### src/hw/rix_consts.svh
// **************************************************************************
// Rasterizer memory shell constants
// Word widths, APB register offsets, control/status bit positions and the
// number of memory write requesters
// **************************************************************************
`ifndef RIX_CONSTS_SVH
`define RIX_CONSTS_SVH

`define RIX_DATA_W          32
`define RIX_ADDR_W          32
`define RIX_FB_SIZE_W       20
`define RIX_APB_ADDR_W      4

`define RIX_REG_FB_BASE     4'h0
`define RIX_REG_FB_SIZE     4'h4
`define RIX_REG_CTRL        4'h8
`define RIX_REG_STATUS      4'hC

`define RIX_CTRL_COMMIT_BIT 0
`define RIX_CTRL_VSYNC_BIT  1
`define RIX_STATUS_BUSY_BIT 0
`define RIX_STATUS_DONE_BIT 1

`define RIX_WORD_BYTES      4
`define RIX_ARB_REQS        2

`endif
### src/hw/rix_pkg.sv
// **************************************************************************
// Rasterizer memory shell types
// Stream beats, memory writes, framebuffer settings and APB transfers
// **************************************************************************
`include "rix_consts.svh"

package rix_pkg;

    // One beat of a valid/ready word stream
    typedef struct packed {
        logic [`RIX_DATA_W-1:0]     data;
        logic                       last;
    } stream_beat_t;

    // A single-word memory write request
    typedef struct packed {
        logic [`RIX_ADDR_W-1:0]     addr;
        logic [`RIX_DATA_W-1:0]     data;
    } mem_wr_t;

    // Frame settings as programmed by software
    typedef struct packed {
        logic [`RIX_ADDR_W-1:0]     base;
        logic [`RIX_FB_SIZE_W-1:0]  size;
        logic                       vsync;
    } fb_cfg_t;

    typedef struct packed {
        logic [`RIX_APB_ADDR_W-1:0] paddr;
        logic                       psel;
        logic                       penable;
        logic                       pwrite;
        logic [`RIX_DATA_W-1:0]     pwdata;
    } apb_req_t;

    typedef struct packed {
        logic [`RIX_DATA_W-1:0]     prdata;
        logic                       pready;
        logic                       pslverr;
    } apb_rsp_t;

endpackage

### src/hw/rix_top.sv
// **************************************************************************
// Rasterizer memory shell top level
// Command DMA and framebuffer writer sharing one memory write port, with
// the framebuffer registers on APB
// **************************************************************************
module rix_top
(
    input  logic                    aclk,
    input  logic                    rst_n,
    input  rix_pkg::apb_req_t       apb_req,
    output rix_pkg::apb_rsp_t       apb_rsp,
    input  rix_pkg::stream_beat_t   cmd_in,
    input  logic                    cmd_valid,
    output logic                    cmd_ready,
    input  rix_pkg::stream_beat_t   pix_in,
    input  logic                    pix_valid,
    output logic                    pix_ready,
    output rix_pkg::mem_wr_t        mem_wr,
    output logic                    mem_valid,
    input  logic                    mem_ready,
    output logic                    swap_fb,
    output logic                    swap_fb_enable_vsync,
    output logic                    irq
);
    rix_pkg::fb_cfg_t   fb_cfg;
    logic               fb_commit;
    logic               fb_busy;
    rix_pkg::mem_wr_t   dma_wr;
    logic               dma_wr_valid;
    logic               dma_wr_ready;
    rix_pkg::mem_wr_t   fb_wr;
    logic               fb_wr_valid;
    logic               fb_wr_ready;

    fb_regs i_fb_regs (
        .aclk       (aclk),
        .rst_n      (rst_n),
        .apb_req    (apb_req),
        .apb_rsp    (apb_rsp),
        .busy       (fb_busy),
        .frame_done (swap_fb),
        .cfg        (fb_cfg),
        .commit     (fb_commit),
        .irq        (irq)
    );

    // The frame done pulse doubles as the buffer swap request
    fb_writer i_fb_writer (
        .aclk                 (aclk),
        .rst_n                (rst_n),
        .cfg                  (fb_cfg),
        .commit               (fb_commit),
        .pix_in               (pix_in),
        .pix_valid            (pix_valid),
        .pix_ready            (pix_ready),
        .wr                   (fb_wr),
        .wr_valid             (fb_wr_valid),
        .wr_ready             (fb_wr_ready),
        .busy                 (fb_busy),
        .frame_done           (swap_fb),
        .swap_fb_enable_vsync (swap_fb_enable_vsync)
    );

    cmd_dma i_cmd_dma (
        .aclk      (aclk),
        .rst_n     (rst_n),
        .cmd_in    (cmd_in),
        .cmd_valid (cmd_valid),
        .cmd_ready (cmd_ready),
        .wr        (dma_wr),
        .wr_valid  (dma_wr_valid),
        .wr_ready  (dma_wr_ready)
    );

    mem_arbiter i_mem_arbiter (
        .aclk       (aclk),
        .rst_n      (rst_n),
        .req0       (dma_wr),
        .req0_valid (dma_wr_valid),
        .req0_ready (dma_wr_ready),
        .req1       (fb_wr),
        .req1_valid (fb_wr_valid),
        .req1_ready (fb_wr_ready),
        .mem_wr     (mem_wr),
        .mem_valid  (mem_valid),
        .mem_ready  (mem_ready)
    );

endmodule

### src/hw/mem_arbiter.sv
// **************************************************************************
// Memory write arbiter
// Round-robin merge of two write requesters onto one memory write port.
// A stalled grant is held until its write transfers
// **************************************************************************
`include "rix_consts.svh"

module mem_arbiter
(
    input  logic                aclk,
    input  logic                rst_n,
    input  rix_pkg::mem_wr_t    req0,
    input  logic                req0_valid,
    output logic                req0_ready,
    input  rix_pkg::mem_wr_t    req1,
    input  logic                req1_valid,
    output logic                req1_ready,
    output rix_pkg::mem_wr_t    mem_wr,
    output logic                mem_valid,
    input  logic                mem_ready
);
    logic [`RIX_ARB_REQS-1:0]           req_valid;
    logic [$clog2(`RIX_ARB_REQS)-1:0]   prio;
    logic [$clog2(`RIX_ARB_REQS)-1:0]   owner_q;
    logic [$clog2(`RIX_ARB_REQS)-1:0]   pick;
    logic [$clog2(`RIX_ARB_REQS)-1:0]   sel;
    logic                               locked;

    assign req_valid = {req1_valid, req0_valid};

    // Priority side wins a tie, otherwise whoever is asking
    assign pick = (req_valid[prio]) ? prio : ~prio;
    assign sel  = locked ? owner_q : pick;

    assign mem_valid  = req_valid[sel];
    assign mem_wr     = sel ? req1 : req0;
    assign req0_ready = mem_ready && (sel == 1'b0);
    assign req1_ready = mem_ready && (sel == 1'b1);

    always_ff @(posedge aclk or negedge rst_n)
    begin
        if (!rst_n)
        begin
            prio    <= '0;
            owner_q <= '0;
            locked  <= 1'b0;
        end
        else if (mem_valid)
        begin
            if (mem_ready)
            begin
                locked <= 1'b0;
                prio   <= ~sel;
            end
            else
            begin
                locked  <= 1'b1;
                owner_q <= sel;
            end
        end
    end

endmodule

### src/hw/cmd_dma.sv
// **************************************************************************
// Command DMA
// Takes the byte address from the header word of each packet and writes
// the following payload words to memory at consecutive word addresses
// **************************************************************************
`include "rix_consts.svh"

module cmd_dma
(
    input  logic                    aclk,
    input  logic                    rst_n,
    input  rix_pkg::stream_beat_t   cmd_in,
    input  logic                    cmd_valid,
    output logic                    cmd_ready,
    output rix_pkg::mem_wr_t        wr,
    output logic                    wr_valid,
    input  logic                    wr_ready
);
    localparam logic ST_HEADER  = 1'b0;
    localparam logic ST_PAYLOAD = 1'b1;

    logic                   state;
    logic [`RIX_ADDR_W-1:0] addr_q;
    logic                   beat_take;
    logic                   pay_take;

    // One write held at a time, so a beat is only taken when the slot frees up
    assign cmd_ready = !wr_valid || wr_ready;
    assign beat_take = cmd_ready && cmd_valid;
    assign pay_take  = beat_take && (state == ST_PAYLOAD);

    always_ff @(posedge aclk or negedge rst_n)
    begin
        if (!rst_n)
        begin
            state    <= ST_HEADER;
            wr_valid <= 1'b0;
        end
        else
        begin
            if (wr_valid && wr_ready)
                wr_valid <= 1'b0;
            if (beat_take)
            begin
                if (state == ST_HEADER)
                begin
                    // A header carrying last is an empty packet
                    if (!cmd_in.last)
                        state <= ST_PAYLOAD;
                end
                else
                begin
                    wr_valid <= 1'b1;
                    if (cmd_in.last)
                        state <= ST_HEADER;
                end
            end
        end
    end

    always_ff @(posedge aclk)
    begin
        if (beat_take && (state == ST_HEADER))
            addr_q <= cmd_in.data;
        if (pay_take)
        begin
            wr.addr <= addr_q;
            wr.data <= cmd_in.data;
            addr_q  <= addr_q + `RIX_WORD_BYTES;
        end
    end

endmodule

### src/hw/fb_writer.sv
// **************************************************************************
// Framebuffer writer
// On commit, writes FB_SIZE pixel words from the pixel stream to memory at
// consecutive word addresses and reports the finished frame
// **************************************************************************
`include "rix_consts.svh"

module fb_writer
(
    input  logic                    aclk,
    input  logic                    rst_n,
    input  rix_pkg::fb_cfg_t        cfg,
    input  logic                    commit,
    input  rix_pkg::stream_beat_t   pix_in,
    input  logic                    pix_valid,
    output logic                    pix_ready,
    output rix_pkg::mem_wr_t        wr,
    output logic                    wr_valid,
    input  logic                    wr_ready,
    output logic                    busy,
    output logic                    frame_done,
    output logic                    swap_fb_enable_vsync
);
    logic [`RIX_ADDR_W-1:0]     base_q;
    logic [`RIX_FB_SIZE_W-1:0]  size_q;
    logic [`RIX_FB_SIZE_W-1:0]  pix_idx;
    logic                       last_word_q;
    logic                       pix_take;

    // Stop taking pixels once the final word of the frame is in flight
    assign pix_ready = busy && !last_word_q && (!wr_valid || wr_ready);
    assign pix_take  = pix_ready && pix_valid;

    always_ff @(posedge aclk or negedge rst_n)
    begin
        if (!rst_n)
        begin
            busy                 <= 1'b0;
            frame_done           <= 1'b0;
            wr_valid             <= 1'b0;
            last_word_q          <= 1'b0;
            pix_idx              <= '0;
            swap_fb_enable_vsync <= 1'b0;
        end
        else
        begin
            frame_done <= 1'b0;
            if (wr_valid && wr_ready)
            begin
                wr_valid <= 1'b0;
                if (last_word_q)
                begin
                    last_word_q <= 1'b0;
                    busy        <= 1'b0;
                    frame_done  <= 1'b1;
                end
            end
            if (pix_take)
            begin
                wr_valid <= 1'b1;
                pix_idx  <= pix_idx + 1'b1;
                if (pix_idx == size_q - 1'b1)
                    last_word_q <= 1'b1;
            end
            // Commits during a running frame are dropped
            if (commit && !busy)
            begin
                swap_fb_enable_vsync <= cfg.vsync;
                pix_idx              <= '0;
                if (cfg.size == '0)
                    frame_done <= 1'b1;
                else
                    busy <= 1'b1;
            end
        end
    end

    always_ff @(posedge aclk)
    begin
        if (commit && !busy)
        begin
            base_q <= cfg.base;
            size_q <= cfg.size;
        end
        if (pix_take)
        begin
            wr.addr <= base_q + `RIX_ADDR_W'(pix_idx) * `RIX_WORD_BYTES;
            wr.data <= pix_in.data;
        end
    end

endmodule

### src/hw/fb_regs.sv
// **************************************************************************
// Framebuffer register block
// APB slave with frame base, frame size, control and status registers.
// Generates the commit pulse and keeps the sticky done flag behind irq
// **************************************************************************
`include "rix_consts.svh"

module fb_regs
(
    input  logic                aclk,
    input  logic                rst_n,
    input  rix_pkg::apb_req_t   apb_req,
    output rix_pkg::apb_rsp_t   apb_rsp,
    input  logic                busy,
    input  logic                frame_done,
    output rix_pkg::fb_cfg_t    cfg,
    output logic                commit,
    output logic                irq
);
    logic                       access;
    logic                       wr_en;
    logic                       done;
    logic [`RIX_DATA_W-1:0]     rd_data;

    // The access phase is the second cycle of every APB transfer
    assign access = apb_req.psel && apb_req.penable;
    assign wr_en  = access && apb_req.pwrite;

    always_ff @(posedge aclk or negedge rst_n)
    begin
        if (!rst_n)
        begin
            cfg    <= '0;
            commit <= 1'b0;
            done   <= 1'b0;
        end
        else
        begin
            commit <= 1'b0;
            if (wr_en)
            begin
                case (apb_req.paddr)
                    `RIX_REG_FB_BASE: cfg.base <= apb_req.pwdata;
                    `RIX_REG_FB_SIZE: cfg.size <= apb_req.pwdata[`RIX_FB_SIZE_W-1:0];
                    `RIX_REG_CTRL:
                    begin
                        cfg.vsync <= apb_req.pwdata[`RIX_CTRL_VSYNC_BIT];
                        commit    <= apb_req.pwdata[`RIX_CTRL_COMMIT_BIT];
                    end
                    `RIX_REG_STATUS:
                    begin
                        if (apb_req.pwdata[`RIX_STATUS_DONE_BIT])
                            done <= 1'b0;
                    end
                    default: ;
                endcase
            end
            // A finished frame wins over a clear in the same cycle
            if (frame_done)
                done <= 1'b1;
        end
    end

    always_comb
    begin
        rd_data = '0;
        case (apb_req.paddr)
            `RIX_REG_FB_BASE: rd_data = cfg.base;
            `RIX_REG_FB_SIZE: rd_data[`RIX_FB_SIZE_W-1:0] = cfg.size;
            `RIX_REG_CTRL:    rd_data[`RIX_CTRL_VSYNC_BIT] = cfg.vsync;
            `RIX_REG_STATUS:
            begin
                rd_data[`RIX_STATUS_BUSY_BIT] = busy;
                rd_data[`RIX_STATUS_DONE_BIT] = done;
            end
            default: ;
        endcase
    end

    assign apb_rsp.prdata  = rd_data;
    assign apb_rsp.pready  = 1'b1;
    assign apb_rsp.pslverr = access && (apb_req.paddr > `RIX_REG_STATUS);

    assign irq = done;

endmodule

### config.mk
export PLATFORM = sky130hd
export DESIGN_NAME = rix_top
export DESIGN_NICKNAME = d
export VERILOG_FILES = /design/src/hw/rix_pkg.sv /design/src/hw/rix_top.sv /design/src/hw/mem_arbiter.sv /design/src/hw/cmd_dma.sv /design/src/hw/fb_writer.sv /design/src/hw/fb_regs.sv
export VERILOG_INCLUDE_DIRS = /design/src /design/src/hw
export SDC_FILE = /design/constraint.sdc
export NUM_CORES = 1
export LEC_CHECK = 0
export BUFFER_PORTS_ARGS = -buffer_cell sky130_fd_sc_hd__buf_2
export CORE_UTILIZATION = 30
export CTS_BUF_LIST = sky130_fd_sc_hd__clkbuf_8
export DETAILED_ROUTE_END_ITERATION = 16
export MAX_ROUTING_LAYER = met4
export PLACE_DENSITY = 0.5
export SETUP_SLACK_MARGIN = 0.2
export SYNTH_ARGS = -nofsm -noshare
export SYNTH_HDL_FRONTEND = slang
export SYNTH_SLANG_ARGS = --single-unit
### constraint.sdc
create_clock -name aclk -period 7.6 [get_ports aclk]
set_input_delay 1.52 -clock aclk [delete_from_list [all_inputs] [get_ports aclk]]
set_output_delay 1.52 -clock aclk [all_outputs]
set_load 0.02 [all_outputs]
==> impl_metrics.toml, run 1 <==
[route]
drt-initial-drc-count = 434
detail_route.first_pass.iterations = 4
via_count = 8855
wirelength_um = 33300
vias_per_cell = 4.64
drcViolationCount = 0
drtAntennaViolNets = 0
wl_per_cell_um = 17.4

[yosys]
yosys-top-cells-area = "edfxtp_1, dfrtp_1, mux2_2, xnor2_1, xor2_1"
synth_fa_ha_area_frac = 0.0222
post_synth_num_cell_types = 79
postSynthNetCount = 1160
synth_most_common_cell = "edfxtp_1"
synth-compound-area-share = 0.0681
yosys_warnings = 0
yosys-mux-area-fraction = 0.100
synth-edff-count = 212
postSynthCellCount = 1026
synth_top_area_share = 0.459
synth_async_sr_flop_share = 0.286
synth_top_family_by_area = "simple AND/OR/NAND/NOR gates"
synth_xor_xnor_area_share = 0.0607
syn_area_um2 = 13900
synth.top_cells.by_count = "edfxtp_1, mux2_2, dfrtp_1"
simple_gate_share_of_the_synthesized_area = 0.117
avgSynthCellArea_um2 = 13.5
synth.yosys.seq_area_share = 0.613
synth.largest_area_cell = "edfxtp_1"
ys_dominant_reg_cell = "edfxtp_1"
synth-seq-cells = 297

[setup_path]
endpoint = "apb_rsp[7]"
critical_path_required_ns = 6.08
worst_setup_end_kind = "output pin"
critical_path_at_ns = 3.41
peak_fanout_along_the_critical_path = 19
critical_path.reg2reg.startpoint = "i_cmd_dma.wr_valid"
worst_r2r_path_depth = 8
rrSetupSlack_ns = 3.67
origin_of_the_worst_setup_path = "apb_req[36]"
crit_type = "primary input to output pin"
worstReg2RegEnd = "i_cmd_dma.addr_q[7]"
startpoint_type = "primary input"

[sta]
fin_setup_tns_ns = 0
timing.max_slew.rel_slack = 0.292
final.hold.worst_slack_ns = 0.421
finalMaxSlewViolations = 0
final_min_period_over_clock_period = 0.649
rsz0062_at_grt = "no"
max_freq_mhz = 203
setup_viol = 0
tightestPinTransition_ns = 1.05
layout_min_cycle_time_ns = 4.93
timing_hold_violations_final = 0
finalClockSkew_ns = 0.0239

[cells_and_area]
utilization = 0.367
layout.area.seq_um2 = 8490
multiInputGateArea_um2 = 5130
drive_gt1_frac = 0.340
layout-area-overhead-vs-synth_pct = 20.6
fin_nets = 1396
n_fill_cell = 4492

[global_routing]
grt_antenna_before_repair = 1
grt_pass1_vias = 9055
grt_max_degree = 78
grt_first_pass_wirelength_um = 51900
total_congestion_overflow_after_global_routing = 0
grt_use_total = 0.147

[clock_tree]
worst_skew_pair.late_latency_ns = 0.64
htree_num_levels = 2
post-cts-setup-buffers = 0
clkTransAtPathRegs_ns = 0.06
ctsHoldBuffers = 0
cts_made_buffers = 54
cts_tree = "yes"
clock_tree.buffer_depth = 3
clock-sinks = 297
ctsRootBufferMaster = "clkbuf_8"
cts-resized-gates = 0

[die]
core_region_area_um2 = 45500
dieArea_um2 = 47100
fp-row-count = 78
die_width_um = 217
boundaryPins = 214
initial_standard_cell_utilization_of_the_core = 0.305
die_height_um = 217

[placed_design]
gp_congestion = 0.830
port_buffers = 211
detailed_place_hpwl_um = 23200

[power_and_ir_drop]
total_power_mw = 5.43
leakagePower_nw = 6.70
peakVddDrop_mv = 0.202
areal_power_density_over_the_cells_nw_per_um2 = 325

[run_status]
run_status = "complete, no violations"

[flow_run]
maxCapViolations = 0

[hold_path]
hold_class = "flip-flop to flip-flop"
cell usage in the layout, fill, tap and decap left out, types with 22 or more instances in the layout:
master	count
xor2_1	39
nand2_1	56
nand3_1	30
ha_1	23
xnor2_1	57
buf_2	210
clkbuf_8	58
dfrtp_1	85
inv_1	33
edfxtp_1	212
o21ai_0	22
nor2_1	74
mux2_2	117
a21oi_1	44
stage by stage:
stage / setup WS, ns / cells / instance area, µm²
finish: 2.67 / 1909 / 16700
global route: 2.52 / 1908 / 16700
CTS: 2.63 / 1907 / 16700
detailed placement: 2.44 / 1806 / 15500
global placement: 2.45 / 1806 / 15500
floorplan: 3.27 / 1026 / 13900
critical path, stage by stage:
cell and delay (ns):
buf_2 0.09, or2_1 0.37, nor3_2 0.61, buf_4 0.40
a22o_1 0.22, buf_2 0.17
where the power goes:
part	internal [mW]	switching, mW
sequential	2.11	0.199
combinational	0.595	0.897
clock	0.943	0.687
registers in the layout, summed over array words and instances, names as in the netlist, 20 cells and up:
register and flops:
i_fb_writer.size_q 20, i_cmd_dma.addr_q 32, i_fb_regs.cfg 53, i_cmd_dma.wr 64, i_fb_writer.wr 64, i_fb_writer.base_q 32, i_fb_writer.pix_idx 20
metal layers:
metal / global-route usage / vias to the layer above / wire length, µm
met2: 0.224 / 243 / 15000
met1: 0.195 / 4263 / 15800
met3: 0.0330 / 49 / 1800
met4: 0.0453 / 0 / 745
met5: - / - / 0
li1: - / 4300 / -
area by class of cell:
| class | instances | share of cell area |
|---|---|---|
| flip-flops and latches | 297 | 0.508 |
| multi-input cells | 676 | 0.307 |
| repair buffers | 218 | 0.0665 |
| clock buffers | 58 | 0.0478 |
| well taps | 600 | 0.0449 |
| clock inverters | 43 | 0.0219 |
| inverters | 15 | 0.00352 |
| diodes | 2 | 0.000299 |
worst min path at each step:
stage	endpoint	cells after the start	from
after CTS	i_cmd_dma.wr[32]	0	i_cmd_dma.addr_q[0]
after floorplan	i_cmd_dma.wr[32]	0	i_cmd_dma.addr_q[0]
final	i_cmd_dma.wr[32]	0	i_cmd_dma.addr_q[0]
after global routing	i_cmd_dma.wr[32]	0	i_cmd_dma.addr_q[0]
after global placement	i_cmd_dma.wr[33]	0	i_cmd_dma.addr_q[1]
after detailed placement	i_cmd_dma.wr[32]	0	i_cmd_dma.addr_q[0]
cells by family (layout without fill, tap and decap cells):
family          after synthesis  after routing
xor+xnor                     96             96
flops                       297            297
fa+ha+maj                    24             24
simple gates                290            290
mux                         123            123
other cells                   1              3
compound gates              142            142
buf+inv                      53            334
Note: power is estimated with default switching activity, not from simulation.
==> run 2, diff against run 1 <==
==> constraint.sdc (replaced) <==
create_clock -name aclk -period 5 [get_ports aclk]
set_input_delay 1 -clock aclk [delete_from_list [all_inputs] [get_ports aclk]]
set_output_delay 1 -clock aclk [all_outputs]
set_load 0.02 [all_outputs]
==> run 2 against run 1 <==
  * Register-to-register slack worse by 2.0 ns
  * Die area unchanged
  * Worst setup slack worse by 1.4 ns
  * Via count up 1.3%
  * Global-route usage about the same
  * Cell count down 0.26%
  * Count of clock-buffer cells in the layout down 4
  * Sequential power up 52%
  * Largest cell class unchanged
==> impl_metrics.toml, run 2 (synthesis results as in run 1) <==
[clock_tree]
htree_num_levels = 2
clkTransAtPathRegs_ns = 0.06
cts_made_buffers = 52
ctsRootBufferMaster = "clkbuf_8"
clock-sinks = 297
clock_tree.buffer_depth = 3
worst_skew_pair.late_latency_ns = 0.64
ctsHoldBuffers = 0
cts-resized-gates = 0
cts_tree = "yes"
post-cts-setup-buffers = 0

[cells_and_area]
registers_with_the_highest_flip_flop_counts = "i_cmd_dma.wr (64), i_fb_writer.wr (64), i_fb_regs.cfg (53)"
layout-area-overhead-vs-synth_pct = 20.0
mostFrequentLayoutCell = "edfxtp_1"
drive_gt1_frac = 0.339
utilization = 0.366
final_cell_count_no_fill = 1904
final_cell_mix = "edfxtp_1, buf_2, mux2_2"
fin_nets = 1399

[die]
core_region_area_um2 = 45500
fp-row-count = 78
boundaryPins = 214
die_width_um = 217
initial_standard_cell_utilization_of_the_core = 0.305
die_height_um = 217
dieArea_um2 = 47100

[setup_path]
critical_path_at_ns = 2.75
startpoint_type = "primary input"
peak_fanout_along_the_critical_path = 19
crit_type = "primary input to output pin"
rrSetupSlack_ns = 1.66
worst_setup_end_kind = "output pin"
critical_path_required_ns = 4.00

[flow_run]
maxCapViolations = 0

[sta]
setup_viol = 0
fin_setup_tns_ns = 0
finalMaxSlewViolations = 0
timing_hold_violations_final = 0
rsz0062_at_grt = "no"
tightestPinTransition_ns = 0.923
timing.max_slew.rel_slack = 0.384
final_min_period_over_clock_period = 0.750
layout_min_cycle_time_ns = 3.75
max_freq_mhz = 267
finalClockSkew_ns = 0.0235

[route]
vias_per_cell = 4.71
wirelength_um = 33500
via_count = 8966
drtAntennaViolNets = 0
wl_per_cell_um = 17.6
drt-initial-drc-count = 438
detail_route.first_pass.iterations = 5
drcViolationCount = 0

[placed_design]
port_buffers = 211
gp_congestion = 0.837
post-place-cells = 1811
detailed_place_hpwl_um = 23600

[power_and_ir_drop]
areal_power_density_over_the_cells_nw_per_um2 = 485
sequentialPowerShare = 0.434
netSwitchingFraction = 0.337
leakagePower_nw = 6.65
intPower_mw = 5.34
p_sw_mw = 2.72
peakVddDrop_mv = 0.277
clkPwrFrac = 0.279
comb_power_share = 0.287

[global_routing]
grt_use_total = 0.147
grt_first_pass_wirelength_um = 51900
grt_pass1_vias = 9029
grt_antenna_before_repair = 2
grt_max_degree = 66
total_congestion_overflow_after_global_routing = 0

[run_status]
run_status = "complete, no violations"

[hold_path]
hold_class = "primary input to asynchronous set/reset pin"
run 2: cell types whose count changed in the layout (fill, tap and decap cells not counted), sizes merged:
| cell | delta |
|---|---|
| buf | +5 |
| bufinv | -3 |
| clkbuf | -4 |
| clkinv | +2 |
| clkinvlp | -2 |
| inv | -3 |
run 2: final cells by class:
| cell class | instances | area, µm² |
|---|---|---|
| Fill cell | 4478 | 28800 |
| Inverter | 15 | 58.8 |
| Tap cell | 600 | 751 |
| Timing Repair Buffer | 223 | 1170 |
| Clock buffer | 54 | 743 |
| Sequential cell | 297 | 8490 |
| Clock inverter | 37 | 278 |
| Multi-Input combinational cell | 676 | 5130 |
| Antenna cell | 2 | 5.00 |
run 2: per-layer routing:
metal | vias to the layer above | GRT usage | wire (µm)
met5 | - | - | 0
met2 | 263 | 0.216 | 14900
met4 | 0 | 0.0460 | 668
met3 | 47 | 0.0351 | 1940
met1 | 4347 | 0.199 | 16000
li1 | 4309 | - | -
run 2: critical path: stages:
cell and delay (ns):
buf_2 0.09, or2_1 0.37, nor3b_4 0.82, a22o_1 0.28
buf_2 0.17
run 2: power groups by stage:
stage               logic, mW  clock network [mW]  registers, mW
floorplan                1.67                   0           3.42
global placement         2.34                   0           3.54
detailed placement       2.35                   0           3.54
CTS                      2.36                2.35           3.51
global route             2.51                2.45           3.55
finish                   2.31                2.25           3.50
run 2: through the flow:
step           setup slack (ns)  total power, mW  hold slack (ns)  area, µm²
2_1_floorplan              1.71             5.09            0.400      13900
3_3_place_gp               1.21             5.88            0.408      15600
3_5_place_dp               1.20             5.89            0.415      15600
4_1_cts                    1.19             8.21            0.343      16600
5_1_grt                    1.11             8.51            0.387      16600
6_report                   1.25             8.06            0.388      16600
run 2: path summary, 6_finish.rpt:
| check | from | end | cells after the start |
|---|---|---|---|
| min in group aclk | i_cmd_dma.addr_q[1] | i_cmd_dma.wr[33] | 0 |
| max in group asynchronous | rst_n | i_fb_regs.cfg[9] | 2 |
| min | rst_n | i_fb_regs.cfg[47] | 1 |
| min reg2reg | i_cmd_dma.addr_q[1] | i_cmd_dma.wr[33] | 0 |
| max | apb_req[36] | apb_rsp[21] | 5 |
| max reg2reg | i_cmd_dma.wr_valid | i_cmd_dma.addr_q[6] | 10 |
